===== src/rx_apb_pkg.sv =====
/* APB request and response structs, register map of the host port */
package rx_apb_pkg;

    typedef struct packed {
        logic        psel;
        logic        penable;
        logic        pwrite;
        logic [3:0]  paddr;
        logic [31:0] pwdata;
    } apb_req_t;

    typedef struct packed {
        logic [31:0] prdata;
        logic        pready;
        logic        pslverr;
    } apb_rsp_t;

    // Register map
    localparam logic [3:0] ADDR_DATA   = 4'h0;
    localparam logic [3:0] ADDR_STATUS = 4'h4;
    localparam logic [3:0] ADDR_CTRL   = 4'h8;

endpackage


===== src/rx_buffer_pkg.sv =====
/* Sample entry, command word and packet header types,
   plus the packet framing constants */
package rx_buffer_pkg;

    // Header word and timestamp word ahead of every payload
    localparam int HDR_WORDS = 2;

    // One buffered sample with the strobe count it arrived on
    typedef struct packed {
        logic [15:0] timestamp;
        logic [15:0] data;
    } sample_entry_t;

    // One in-band command reply word
    typedef logic [15:0] cmd_word_t;

    // First word of each packet
    typedef struct packed {
        logic       is_cmd;
        logic [6:0] reserved;
        logic [7:0] payload_count;
    } pkt_header_t;

endpackage


===== src/rx_apb_port.sv =====
/* APB slave: output FIFO pops, status word, overrun clear */
`timescale 1ns/1ps

module rx_apb_port #(
    parameter int PAYLOAD_WORDS = 8,
    parameter int OUT_DEPTH     = 64
) (
    input  logic                           rxclk,
    input  logic                           reset,
    input  rx_apb_pkg::apb_req_t           apb_req,
    output rx_apb_pkg::apb_rsp_t           apb_rsp,
    input  logic [15:0]                    out_head,
    input  logic [$clog2(OUT_DEPTH):0]     out_level,
    output logic                           out_pop,
    input  logic                           rx_overrun,
    output logic                           clear_overrun,
    output logic                           have_pkt_rdy
);
    import rx_apb_pkg::*;
    import rx_buffer_pkg::*;

    logic         setup;
    logic         access;
    logic [31:0]  status_word;
    logic [31:0]  rd_word;
    logic         rd_err;
    logic [31:0]  prdata_q;
    logic         err_q;

    assign setup  = apb_req.psel & ~apb_req.penable;
    assign access = apb_req.psel & apb_req.penable;

    assign have_pkt_rdy = int'(out_level) >= HDR_WORDS + PAYLOAD_WORDS;
    assign status_word  = {16'h0000, 8'(out_level), 6'b0, rx_overrun, have_pkt_rdy};

    always_comb
    begin
        rd_word = '0;
        rd_err  = 1'b0;
        case (apb_req.paddr)
            ADDR_DATA:
                if (out_level == '0)
                    rd_err = 1'b1;
                else
                    rd_word = {16'h0000, out_head};
            ADDR_STATUS:
                rd_word = status_word;
            default:
                rd_word = '0;
        endcase
    end

    // Read response is prepared in setup and held through access
    always_ff @(posedge rxclk)
    begin
        if (reset)
        begin
            prdata_q <= '0;
            err_q    <= 1'b0;
        end
        else if (setup && !apb_req.pwrite)
        begin
            prdata_q <= rd_word;
            err_q    <= rd_err;
        end
        else
        begin
            prdata_q <= '0;
            err_q    <= 1'b0;
        end
    end

    // No pop if setup saw an empty FIFO
    assign out_pop = access & ~apb_req.pwrite & (apb_req.paddr == ADDR_DATA) & ~err_q;
    assign clear_overrun = access & apb_req.pwrite & (apb_req.paddr == ADDR_CTRL)
                         & apb_req.pwdata[0];

    assign apb_rsp = '{prdata: prdata_q, pready: 1'b1, pslverr: err_q & access};

endmodule


===== src/rx_buffer_inband.sv =====
/* Receive buffer top: sample and command paths, packet builder,
   output FIFO and APB host port */
`timescale 1ns/1ps

module rx_buffer_inband #(
    parameter int PAYLOAD_WORDS = 8,
    parameter int SAMPLE_DEPTH  = 32,
    parameter int CMD_DEPTH     = 16,
    parameter int OUT_DEPTH     = 64
) (
    input  logic                  rxclk,
    input  logic                  reset,
    input  logic                  rxstrobe,
    input  logic [15:0]           ch_0,
    input  logic                  rx_wr,
    input  logic [15:0]           rx_databus,
    input  logic                  rx_wr_done,
    input  rx_apb_pkg::apb_req_t  apb_req,
    output rx_apb_pkg::apb_rsp_t  apb_rsp,
    output logic                  have_pkt_rdy,
    output logic                  rx_overrun,
    output logic                  rx_wr_enabled
);
    import rx_buffer_pkg::*;

    sample_entry_t                    sample_head;
    logic [$clog2(SAMPLE_DEPTH):0]    sample_level;
    logic                             sample_pop;
    logic [15:0]                      adctime;
    logic                             clear_overrun;
    logic                             cmd_ready;
    cmd_word_t                        cmd_head;
    logic [$clog2(CMD_DEPTH):0]       cmd_level;
    logic [15:0]                      cmd_stamp;
    logic                             cmd_pop;
    logic                             out_push;
    logic [15:0]                      out_data;
    logic                             out_pop;
    logic [15:0]                      out_head;
    logic [$clog2(OUT_DEPTH):0]       out_level;

    rx_sample_path #(.SAMPLE_DEPTH(SAMPLE_DEPTH)) u_sample_path (
        .rxclk         (rxclk),
        .reset         (reset),
        .rxstrobe      (rxstrobe),
        .ch_0          (ch_0),
        .clear_overrun (clear_overrun),
        .pop           (sample_pop),
        .sample_head   (sample_head),
        .sample_level  (sample_level),
        .adctime       (adctime),
        .rx_overrun    (rx_overrun)
    );

    rx_cmd_path #(.CMD_DEPTH(CMD_DEPTH)) u_cmd_path (
        .rxclk         (rxclk),
        .reset         (reset),
        .rx_wr         (rx_wr),
        .rx_databus    (rx_databus),
        .rx_wr_done    (rx_wr_done),
        .adctime       (adctime),
        .pop           (cmd_pop),
        .cmd_ready     (cmd_ready),
        .cmd_head      (cmd_head),
        .cmd_level     (cmd_level),
        .cmd_stamp     (cmd_stamp),
        .rx_wr_enabled (rx_wr_enabled)
    );

    rx_packet_builder #(
        .PAYLOAD_WORDS (PAYLOAD_WORDS),
        .SAMPLE_DEPTH  (SAMPLE_DEPTH),
        .CMD_DEPTH     (CMD_DEPTH),
        .OUT_DEPTH     (OUT_DEPTH)
    ) u_packet_builder (
        .rxclk        (rxclk),
        .reset        (reset),
        .sample_head  (sample_head),
        .sample_level (sample_level),
        .sample_pop   (sample_pop),
        .cmd_ready    (cmd_ready),
        .cmd_head     (cmd_head),
        .cmd_level    (cmd_level),
        .cmd_stamp    (cmd_stamp),
        .cmd_pop      (cmd_pop),
        .out_level    (out_level),
        .out_push     (out_push),
        .out_data     (out_data)
    );

    // Packet words waiting for the host
    rx_fifo #(
        .DEPTH     (OUT_DEPTH),
        .payload_t (logic [15:0])
    ) u_out_fifo (
        .rxclk     (rxclk),
        .reset     (reset),
        .push      (out_push),
        .push_data (out_data),
        .pop       (out_pop),
        .head      (out_head),
        .level     (out_level),
        .full      (),
        .empty     ()
    );

    rx_apb_port #(
        .PAYLOAD_WORDS (PAYLOAD_WORDS),
        .OUT_DEPTH     (OUT_DEPTH)
    ) u_apb_port (
        .rxclk         (rxclk),
        .reset         (reset),
        .apb_req       (apb_req),
        .apb_rsp       (apb_rsp),
        .out_head      (out_head),
        .out_level     (out_level),
        .out_pop       (out_pop),
        .rx_overrun    (rx_overrun),
        .clear_overrun (clear_overrun),
        .have_pkt_rdy  (have_pkt_rdy)
    );

endmodule


===== src/rx_cmd_path.sv =====
/* Command path: reply FIFO, write gating and message timestamp */
`timescale 1ns/1ps

module rx_cmd_path #(
    parameter int CMD_DEPTH = 16
) (
    input  logic                           rxclk,
    input  logic                           reset,
    input  logic                           rx_wr,
    input  logic [15:0]                    rx_databus,
    input  logic                           rx_wr_done,
    input  logic [15:0]                    adctime,
    input  logic                           pop,
    output logic                           cmd_ready,
    output rx_buffer_pkg::cmd_word_t       cmd_head,
    output logic [$clog2(CMD_DEPTH):0]     cmd_level,
    output logic [15:0]                    cmd_stamp,
    output logic                           rx_wr_enabled
);
    import rx_buffer_pkg::*;

    logic empty;

    // Message is handed over once writes are closed
    assign cmd_ready = ~rx_wr_enabled & ~empty;

    always_ff @(posedge rxclk)
    begin
        if (reset)
            rx_wr_enabled <= 1'b1;
        else if (rx_wr_enabled && rx_wr_done)
            rx_wr_enabled <= 1'b0;
        else if (!rx_wr_enabled && empty)
            rx_wr_enabled <= 1'b1;
    end

    always_ff @(posedge rxclk)
    begin
        if (rx_wr_enabled && rx_wr_done)
            cmd_stamp <= adctime;
    end

    rx_fifo #(
        .DEPTH     (CMD_DEPTH),
        .payload_t (cmd_word_t)
    ) u_cmd_fifo (
        .rxclk     (rxclk),
        .reset     (reset),
        .push      (rx_wr & rx_wr_enabled),
        .push_data (rx_databus),
        .pop       (pop),
        .head      (cmd_head),
        .level     (cmd_level),
        .full      (),
        .empty     (empty)
    );

endmodule


===== src/rx_fifo.sv =====
/* Synchronous show-ahead FIFO with a type-parameterized payload */
`timescale 1ns/1ps

module rx_fifo #(
    parameter int  DEPTH     = 16,
    parameter type payload_t = logic [15:0]
) (
    input  logic                     rxclk,
    input  logic                     reset,
    input  logic                     push,
    input  payload_t                 push_data,
    input  logic                     pop,
    output payload_t                 head,
    output logic [$clog2(DEPTH):0]   level,
    output logic                     full,
    output logic                     empty
);
    localparam int AW = $clog2(DEPTH);
    localparam int LW = AW + 1;

    payload_t        mem [DEPTH];
    logic [AW-1:0]   wr_ptr;
    logic [AW-1:0]   rd_ptr;
    logic            do_push;
    logic            do_pop;

    assign full    = (level == LW'(DEPTH));
    assign empty   = (level == '0);
    assign do_push = push & ~full;
    assign do_pop  = pop & ~empty;
    assign head    = mem[rd_ptr];

    always_ff @(posedge rxclk)
    begin
        if (do_push)
            mem[wr_ptr] <= push_data;
    end

    always_ff @(posedge rxclk)
    begin
        if (reset)
        begin
            wr_ptr <= '0;
            rd_ptr <= '0;
            level  <= '0;
        end
        else
        begin
            // Pointers wrap explicitly so any depth works
            if (do_push)
                wr_ptr <= (wr_ptr == AW'(DEPTH - 1)) ? '0 : wr_ptr + 1'b1;
            if (do_pop)
                rd_ptr <= (rd_ptr == AW'(DEPTH - 1)) ? '0 : rd_ptr + 1'b1;
            if (do_push && !do_pop)
                level <= level + 1'b1;
            else if (do_pop && !do_push)
                level <= level - 1'b1;
        end
    end

endmodule


===== src/rx_packet_builder.sv =====
/* Packet builder: picks command or sample source and frames
   fixed-length timestamped packets into the output FIFO */
`timescale 1ns/1ps

module rx_packet_builder #(
    parameter int PAYLOAD_WORDS = 8,
    parameter int SAMPLE_DEPTH  = 32,
    parameter int CMD_DEPTH     = 16,
    parameter int OUT_DEPTH     = 64
) (
    input  logic                              rxclk,
    input  logic                              reset,
    input  rx_buffer_pkg::sample_entry_t      sample_head,
    input  logic [$clog2(SAMPLE_DEPTH):0]     sample_level,
    output logic                              sample_pop,
    input  logic                              cmd_ready,
    input  rx_buffer_pkg::cmd_word_t          cmd_head,
    input  logic [$clog2(CMD_DEPTH):0]        cmd_level,
    input  logic [15:0]                       cmd_stamp,
    output logic                              cmd_pop,
    input  logic [$clog2(OUT_DEPTH):0]        out_level,
    output logic                              out_push,
    output logic [15:0]                       out_data
);
    import rx_buffer_pkg::*;

    localparam int PKT_WORDS = HDR_WORDS + PAYLOAD_WORDS;

    typedef enum logic [1:0] {
        S_IDLE,
        S_HEADER,
        S_STAMP,
        S_PAYLOAD
    } state_t;

    state_t       state;
    logic [7:0]   idx;
    logic         is_cmd;
    logic [7:0]   count;
    logic [15:0]  stamp;
    logic         room;
    logic         sample_go;
    logic [7:0]   cmd_count;
    pkt_header_t  header;

    // Whole packet must fit before it is started
    assign room      = int'(out_level) <= OUT_DEPTH - PKT_WORDS;
    assign sample_go = int'(sample_level) >= PAYLOAD_WORDS;
    assign cmd_count = (int'(cmd_level) >= PAYLOAD_WORDS) ? 8'(PAYLOAD_WORDS)
                                                          : 8'(cmd_level);

    always_ff @(posedge rxclk)
    begin
        if (reset)
        begin
            state <= S_IDLE;
            idx   <= '0;
        end
        else
        begin
            case (state)
                S_IDLE:
                    if (room && (cmd_ready || sample_go))
                        state <= S_HEADER;
                S_HEADER:
                    state <= S_STAMP;
                S_STAMP:
                begin
                    state <= S_PAYLOAD;
                    idx   <= '0;
                end
                S_PAYLOAD:
                begin
                    if (idx == 8'(PAYLOAD_WORDS - 1))
                        state <= S_IDLE;
                    idx <= idx + 8'd1;
                end
                default:
                    state <= S_IDLE;
            endcase
        end
    end

    // Source choice is taken in the last idle cycle, command first
    always_ff @(posedge rxclk)
    begin
        if (state == S_IDLE)
        begin
            is_cmd <= cmd_ready;
            count  <= cmd_ready ? cmd_count : 8'(PAYLOAD_WORDS);
            stamp  <= cmd_ready ? cmd_stamp : sample_head.timestamp;
        end
    end

    always_comb
    begin
        header               = '0;
        header.is_cmd        = is_cmd;
        header.payload_count = count;
        out_push   = 1'b0;
        out_data   = '0;
        sample_pop = 1'b0;
        cmd_pop    = 1'b0;
        case (state)
            S_HEADER:
            begin
                out_push = 1'b1;
                out_data = header;
            end
            S_STAMP:
            begin
                out_push = 1'b1;
                out_data = stamp;
            end
            S_PAYLOAD:
            begin
                out_push = 1'b1;
                if (!is_cmd)
                begin
                    out_data   = sample_head.data;
                    sample_pop = 1'b1;
                end
                else if (idx < count)
                begin
                    out_data = cmd_head;
                    cmd_pop  = 1'b1;
                end
                // Remaining command slots stay zero
            end
            default:
                out_push = 1'b0;
        endcase
    end

endmodule


===== src/rx_sample_path.sv =====
/* Sample path: strobe timestamp counter, sample FIFO, sticky overrun */
`timescale 1ns/1ps

module rx_sample_path #(
    parameter int SAMPLE_DEPTH = 32
) (
    input  logic                              rxclk,
    input  logic                              reset,
    input  logic                              rxstrobe,
    input  logic [15:0]                       ch_0,
    input  logic                              clear_overrun,
    input  logic                              pop,
    output rx_buffer_pkg::sample_entry_t      sample_head,
    output logic [$clog2(SAMPLE_DEPTH):0]     sample_level,
    output logic [15:0]                       adctime,
    output logic                              rx_overrun
);
    import rx_buffer_pkg::*;

    sample_entry_t  entry;
    logic           full;

    // Entry carries the count before this strobe's increment
    assign entry.timestamp = adctime;
    assign entry.data      = ch_0;

    always_ff @(posedge rxclk)
    begin
        if (reset)
            adctime <= '0;
        else if (rxstrobe)
            adctime <= adctime + 16'd1;
    end

    // A new overrun wins over a clear in the same cycle
    always_ff @(posedge rxclk)
    begin
        if (reset)
            rx_overrun <= 1'b0;
        else if (rxstrobe && full)
            rx_overrun <= 1'b1;
        else if (clear_overrun)
            rx_overrun <= 1'b0;
    end

    rx_fifo #(
        .DEPTH     (SAMPLE_DEPTH),
        .payload_t (sample_entry_t)
    ) u_sample_fifo (
        .rxclk     (rxclk),
        .reset     (reset),
        .push      (rxstrobe),
        .push_data (entry),
        .pop       (pop),
        .head      (sample_head),
        .level     (sample_level),
        .full      (full),
        .empty     ()
    );

endmodule


===== config.mk =====
export PLATFORM = sky130hd
export DESIGN_NAME = rx_buffer_inband
export DESIGN_NICKNAME = d
export VERILOG_FILES = /design/src/rx_apb_pkg.sv /design/src/rx_buffer_pkg.sv /design/src/rx_apb_port.sv /design/src/rx_buffer_inband.sv /design/src/rx_cmd_path.sv /design/src/rx_fifo.sv /design/src/rx_packet_builder.sv /design/src/rx_sample_path.sv
export SDC_FILE = /design/constraint.sdc
export NUM_CORES = 2
export LEC_CHECK = 0
export BUFFER_PORTS_ARGS = -buffer_cell sky130_fd_sc_hd__buf_2
export CORE_UTILIZATION = 63
export DETAILED_ROUTE_END_ITERATION = 8
export PLACE_DENSITY = 0.79
export SYNTH_ARGS = -nofsm -noshare
export SYNTH_HDL_FRONTEND = slang
export SYNTH_HIERARCHICAL = 1
export SYNTH_SLANG_ARGS = --single-unit

===== constraint.sdc =====
create_clock -name rxclk -period 5.2 [get_ports rxclk]
set_input_delay 1.04 -clock rxclk [delete_from_list [all_inputs] [get_ports rxclk]]
set_output_delay 1.04 -clock rxclk [all_outputs]
set_load 0.02 [all_outputs]

* Word level (Yosys, flattened, before mapping)
Memory sizes are Yosys's and may differ from the RTL's. A register that Yosys moved wholly into a read port is not among the register bits.
Cells that the tools add are included.
** Cells by class
- Add/subtract/negate cells :: 14
- Reduce and logical (&&, ||, !) cells :: 36
- Equal/unequal tests :: 17
- Mux-type cells :: 45
- Bitwise operators :: 30
- $lt $le $gt $ge :: 5
** Operators with widths (count)
- two-way mux 16 bit :: 4
- one-hot mux 16 bit (3 select lines) :: 1
- two-way mux 6 bit :: 6
- one-hot mux 16 bit (2 select lines) :: 1
- two-way mux 5 bit :: 6
- adder 6 x 1 -> 6 bit (second input constant) :: 3
- == test 6 bit (second input constant) :: 3
- AND 1 bit :: 17
- two-way mux 1 bit :: 17
- adder 16 x 1 -> 16 bit (second input constant) :: 1
- two-way mux 4 bit :: 4
- one-hot mux 8 bit (2 select lines) :: 1
- adder 5 x 1 -> 5 bit (second input constant) :: 3
- == test 5 bit (second input constant) :: 3
- two-way mux 7 bit :: 2
- NOT 1 bit :: 13
- == test 4 bit (second input constant) :: 3
- nonzero test 2 bit :: 6
- logical AND 1 bit :: 11
- adder 4 x 1 -> 4 bit (second input constant) :: 2
- adder 8 x 1 -> 8 bit (second input constant) :: 1
- == test 8 x 3 -> 1 bit (second input constant) :: 1
- logical NOT 1 bit :: 8
- < comparator 8 bit :: 1
- 24 further kinds :: 29
** Storage, ports and cells
- Register bits after elaboration :: 150
- Bits of input ports :: 76
- Output and inout port bits :: 37
- Memories kept :: 3
- Bits in writable memories :: 2304
- Word-level logic and storage cells :: 171
** Memories
- u_out_fifo.mem :: words 64, bits a word 16, read ports 1, clocked after Yosys merged registers in 1, write ports 1, RTL line rx_fifo.sv:21 : payload_t mem [DEPTH];
- u_sample_path.u_sample_fifo.mem :: words 32, bits a word 32, read ports 1, clocked after Yosys merged registers in 1, write ports 1, RTL line rx_fifo.sv:21
- u_cmd_path.u_cmd_fifo.mem :: words 16, bits a word 16, read ports 1, clocked after Yosys merged registers in 1, write ports 1, RTL line rx_fifo.sv:21

* Logic depth before layout (Yosys ltp)
- Word-level depth :: 8
- Mapped depth :: 14
- Gate-level depth less buffers :: 13

* Cells and area by module
Netlist, hierarchy kept.
** By module, submodules not included
- rx_fifo at u_out_fifo :: area each 40597.7 µm², instances 1, cells an instance 1875, sequential area each 31250.0 µm²
- rx_fifo at u_sample_path.u_sample_fifo :: area each 40426.3 µm², instances 1, cells an instance 2057, sequential area each 31169.9 µm²
- rx_fifo at u_cmd_path.u_cmd_fifo :: area each 10533.9 µm², instances 1, cells an instance 510, sequential area each 8027.7 µm²
- rx_packet_builder :: area each 1901.8 µm², instances 1, cells an instance 171, sequential area each 860.8 µm²
- rx_apb_port :: area each 824.5 µm², instances 1, cells an instance 90, sequential area each 340.3 µm²
- rx_sample_path :: area each 764.5 µm², instances 1, cells an instance 85, sequential area each 340.3 µm²
- rx_cmd_path :: area each 534.3 µm², instances 1, cells an instance 21, sequential area each 500.5 µm²

* Least setup slack after synthesis
OpenSTA, ideal clock, no wires.
- Path kind :: register to register
- Start point :: register (tool-made name)
- End point :: memory u_out_fifo/mem[0][3] (netlist bit), data pin
- Buffers on the path :: 4
- Data required time :: 4.661 ns
- Clock period less this slack :: 4.067 ns
- Arrival :: 3.528 ns
- Stages on the path, launching flop included :: 10
- Setup slack :: 1.133 ns
- Library setup time :: 0.539 ns
- Cells stage by stage :: dfxtp_1 buf_2 clkbuf_1 clkbuf_1 clkbuf_1 a211oi_1 nor3_1 or4_1 a222oi_1 o2bb2ai_1
** RTL lines (RTL line)
- to (decl) :: rx_fifo.sv:21

==> reports/results.tsv <==
stage	metric	value	unit
status	status	complete, no violations	
clocking	clk buf depth	3	
cells_and_area	area of the multi-input gates	0.0222	mm²
floorplanning	Core Region	0.150	mm²
pwr	Lkg Pwr	33.9	nW
setup_path	critical path data arrival time	4940	ps
pwr	Max IR drop VDD	0.347	mV
place	placed cell area	0.0999	mm²
routing	Detailed Routing Iterations Pass 1	5	
routing	met2 wire len	114000	µm
pwr	total chip power	42.4	mW
cells_and_area	share of cells above drive strength 1	0.267	
floorplanning	Die H	391	µm
grt	largest net degree at the start of global routing	82	
routing	highest routed layer	met5	
clocking	CTS tree	yes	
routing	DRC	0	
flow_run	Max Cap Viol	0	
sta	skew final	71.4	ps
sta	setup ws final	820	ps
clocking	Sink Count	2450	
place	DP Worst Slack	605	ps
setup_path	critical path class	flip-flop to flip-flop	
sta	Worst-Margin Slew	1290	ps
place	GP Congestion	0.893	
yosys	Gate Count Post-Synth	4806	
cells_and_area	Post-Layout Inst Area	0.108	mm²
floorplanning	Initial Utilization	0.637	
grt	GR Util All Layers	0.314	
routing	WL/cell	32.7	µm
routing	met3 wire len	29200	µm
grt	first-pass GRT wire length	343000	µm
clocking	post-CTS setup buffers	0	
sta	Max Clk Rate	228	MHz
floorplanning	Die Width	391	µm
routing	wire length on met1	84200	µm
routing	Final ANT Viol Nets	0	
cells_and_area	P&R area growth vs syn	12.5	%
setup_path	crit end category	flip-flop	
floorplanning	io pins	113	
clocking	hold_buf cts	0	
sta	final setup vio count	0	
sta	TNS Setup	0	ps
yosys	Ys Warns	6	
grt	GRT overflow	0	
sta	RSZ-0062 raised after global routing	false	
cells_and_area	FF/Latch Area	0.0725	mm²
routing	vias	50500	
sta	period utilisation layout	0.842	
floorplanning	die area	0.153	mm²
cells_and_area	Final nets	5173	
cells_and_area	fill count	8156	
place	DP Cell Count	6840	
routing	DRT iter0 DRCs	6786	
cells_and_area	final cell count without fillers	7263	
grt	antenna violations before repair	13	
routing	Detailed Route WL	238000	µm
sta	Max Transition Viols Final	0	
setup_path	Critical Path RT	5760	ps
setup_path	Worst Path Max Fanout	34	
grt	vias in the first global route	50600	
routing	Via density	6.95	
sta	Final min period	4380	ps
clocking	Num CTS Buffers	225	
floorplanning	number of core rows	142	
yosys	Post-Syn Area per Cell	19.9	µm²
clocking	clk root buf	clkbuf_16	
pwr	Power Density	394	mW/mm²
sta	hold slack	506	ps
setup_path	CP Launch Type	flip-flop	
sta	slew margin rel.	0.140	
place	# port buffers	64	
cells_and_area	utilization after layout	0.716	
place	DPL Wire Length	130000	µm
setup_path	r2r setup slk	820	ps
sta	Final Hold Fails	0	
yosys	Synth Cell Area	0.0956	mm²
clocking	Gates resized, CTS repair	0	
hold_path	Hold/Removal Path Class	flip-flop to flip-flop	
clocking	Worst-Skew Late Latency	870	ps
clocking	Worst-path clk slew	70	ps
clocking	H-tree levels	4	
-- state kept, by name, indices dropped and copies added (netlist names), 8 cells and up, named ones only --
name,count
u_out_fifo/mem,1024
u_sample_path/u_sample_fifo/mem,1024
u_cmd_path/u_cmd_fifo/mem,256
u_apb_port/prdata_q,16
u_cmd_path/cmd_stamp,16
u_packet_builder/stamp,16
u_sample_path/adctime,16
u_packet_builder/idx,8
-- layout by cell type, fill, tap and decap left out, types with 40 or more instances in the layout --
| master | n |
|---|---|
| nor2b_1 | 98 |
| nor2_1 | 165 |
| ha_1 | 42 |
| nand2_1 | 99 |
| mux2_2 | 213 |
| o21ai_0 | 98 |
| dfxtp_1 | 99 |
| nor3_1 | 76 |
| or4_1 | 40 |
| buf_4 | 182 |
| mux2i_1 | 79 |
| a22oi_1 | 51 |
| mux4_2 | 450 |
| clkbuf_16 | 231 |
| edfxtp_1 | 2342 |
| buf_2 | 63 |
| o22ai_1 | 65 |
| a22o_1 | 65 |
| a21oi_1 | 63 |
| a211oi_1 | 81 |
| clkbuf_1 | 43 |
| clkinv_2 | 42 |
-- power by group --
group	total (mW)	switching (mW)	internal (mW)	leakage (nW)
logic	2.96	2.03	0.928	7.63
registers	22.5	0.277	22.3	22.5
clock network	16.9	7.23	9.69	3.74
total	42.4	9.54	32.9	33.9
-- critical path, stage by stage (launching register included) --
cell and delay, ps:
dfxtp_4 870, buf_4 450, mux4_2 580, a22o_1 250, or4_1 670, a222oi_1 460, o2bb2ai_4 370, buf_4 380
-- worst paths after layout --
kind	start	end	cells past startpoint
worst min-delay path	u_sample_path/rx_overrun	u_apb_port/prdata_q[1]	2
worst min register to register	u_sample_path/rx_overrun	u_apb_port/prdata_q[1]	2
worst max register to register	flip-flop	u_out_fifo/mem[57][1]	7
worst max-delay path	flip-flop	u_out_fifo/mem[57][1]	7
-- per-layer routing --
layer / global-route usage / vias up
li1: - / 20200
met1: 0.432 / 26000
met2: 0.492 / 3571
met3: 0.0738 / 625
met4: 0.128 / 12
met5: 0 / -
-- cell type report --
cell class	count	share of cell area
inverters	34	0.00119
multi-input cells	2056	0.207
repair buffers	284	0.0229
clock inverters	123	0.0131
flip-flops and latches	2450	0.674
diodes	5	0.000116
well taps	2016	0.0235
clock buffers	295	0.0580
Note: power is estimated with default switching activity, not from simulation.
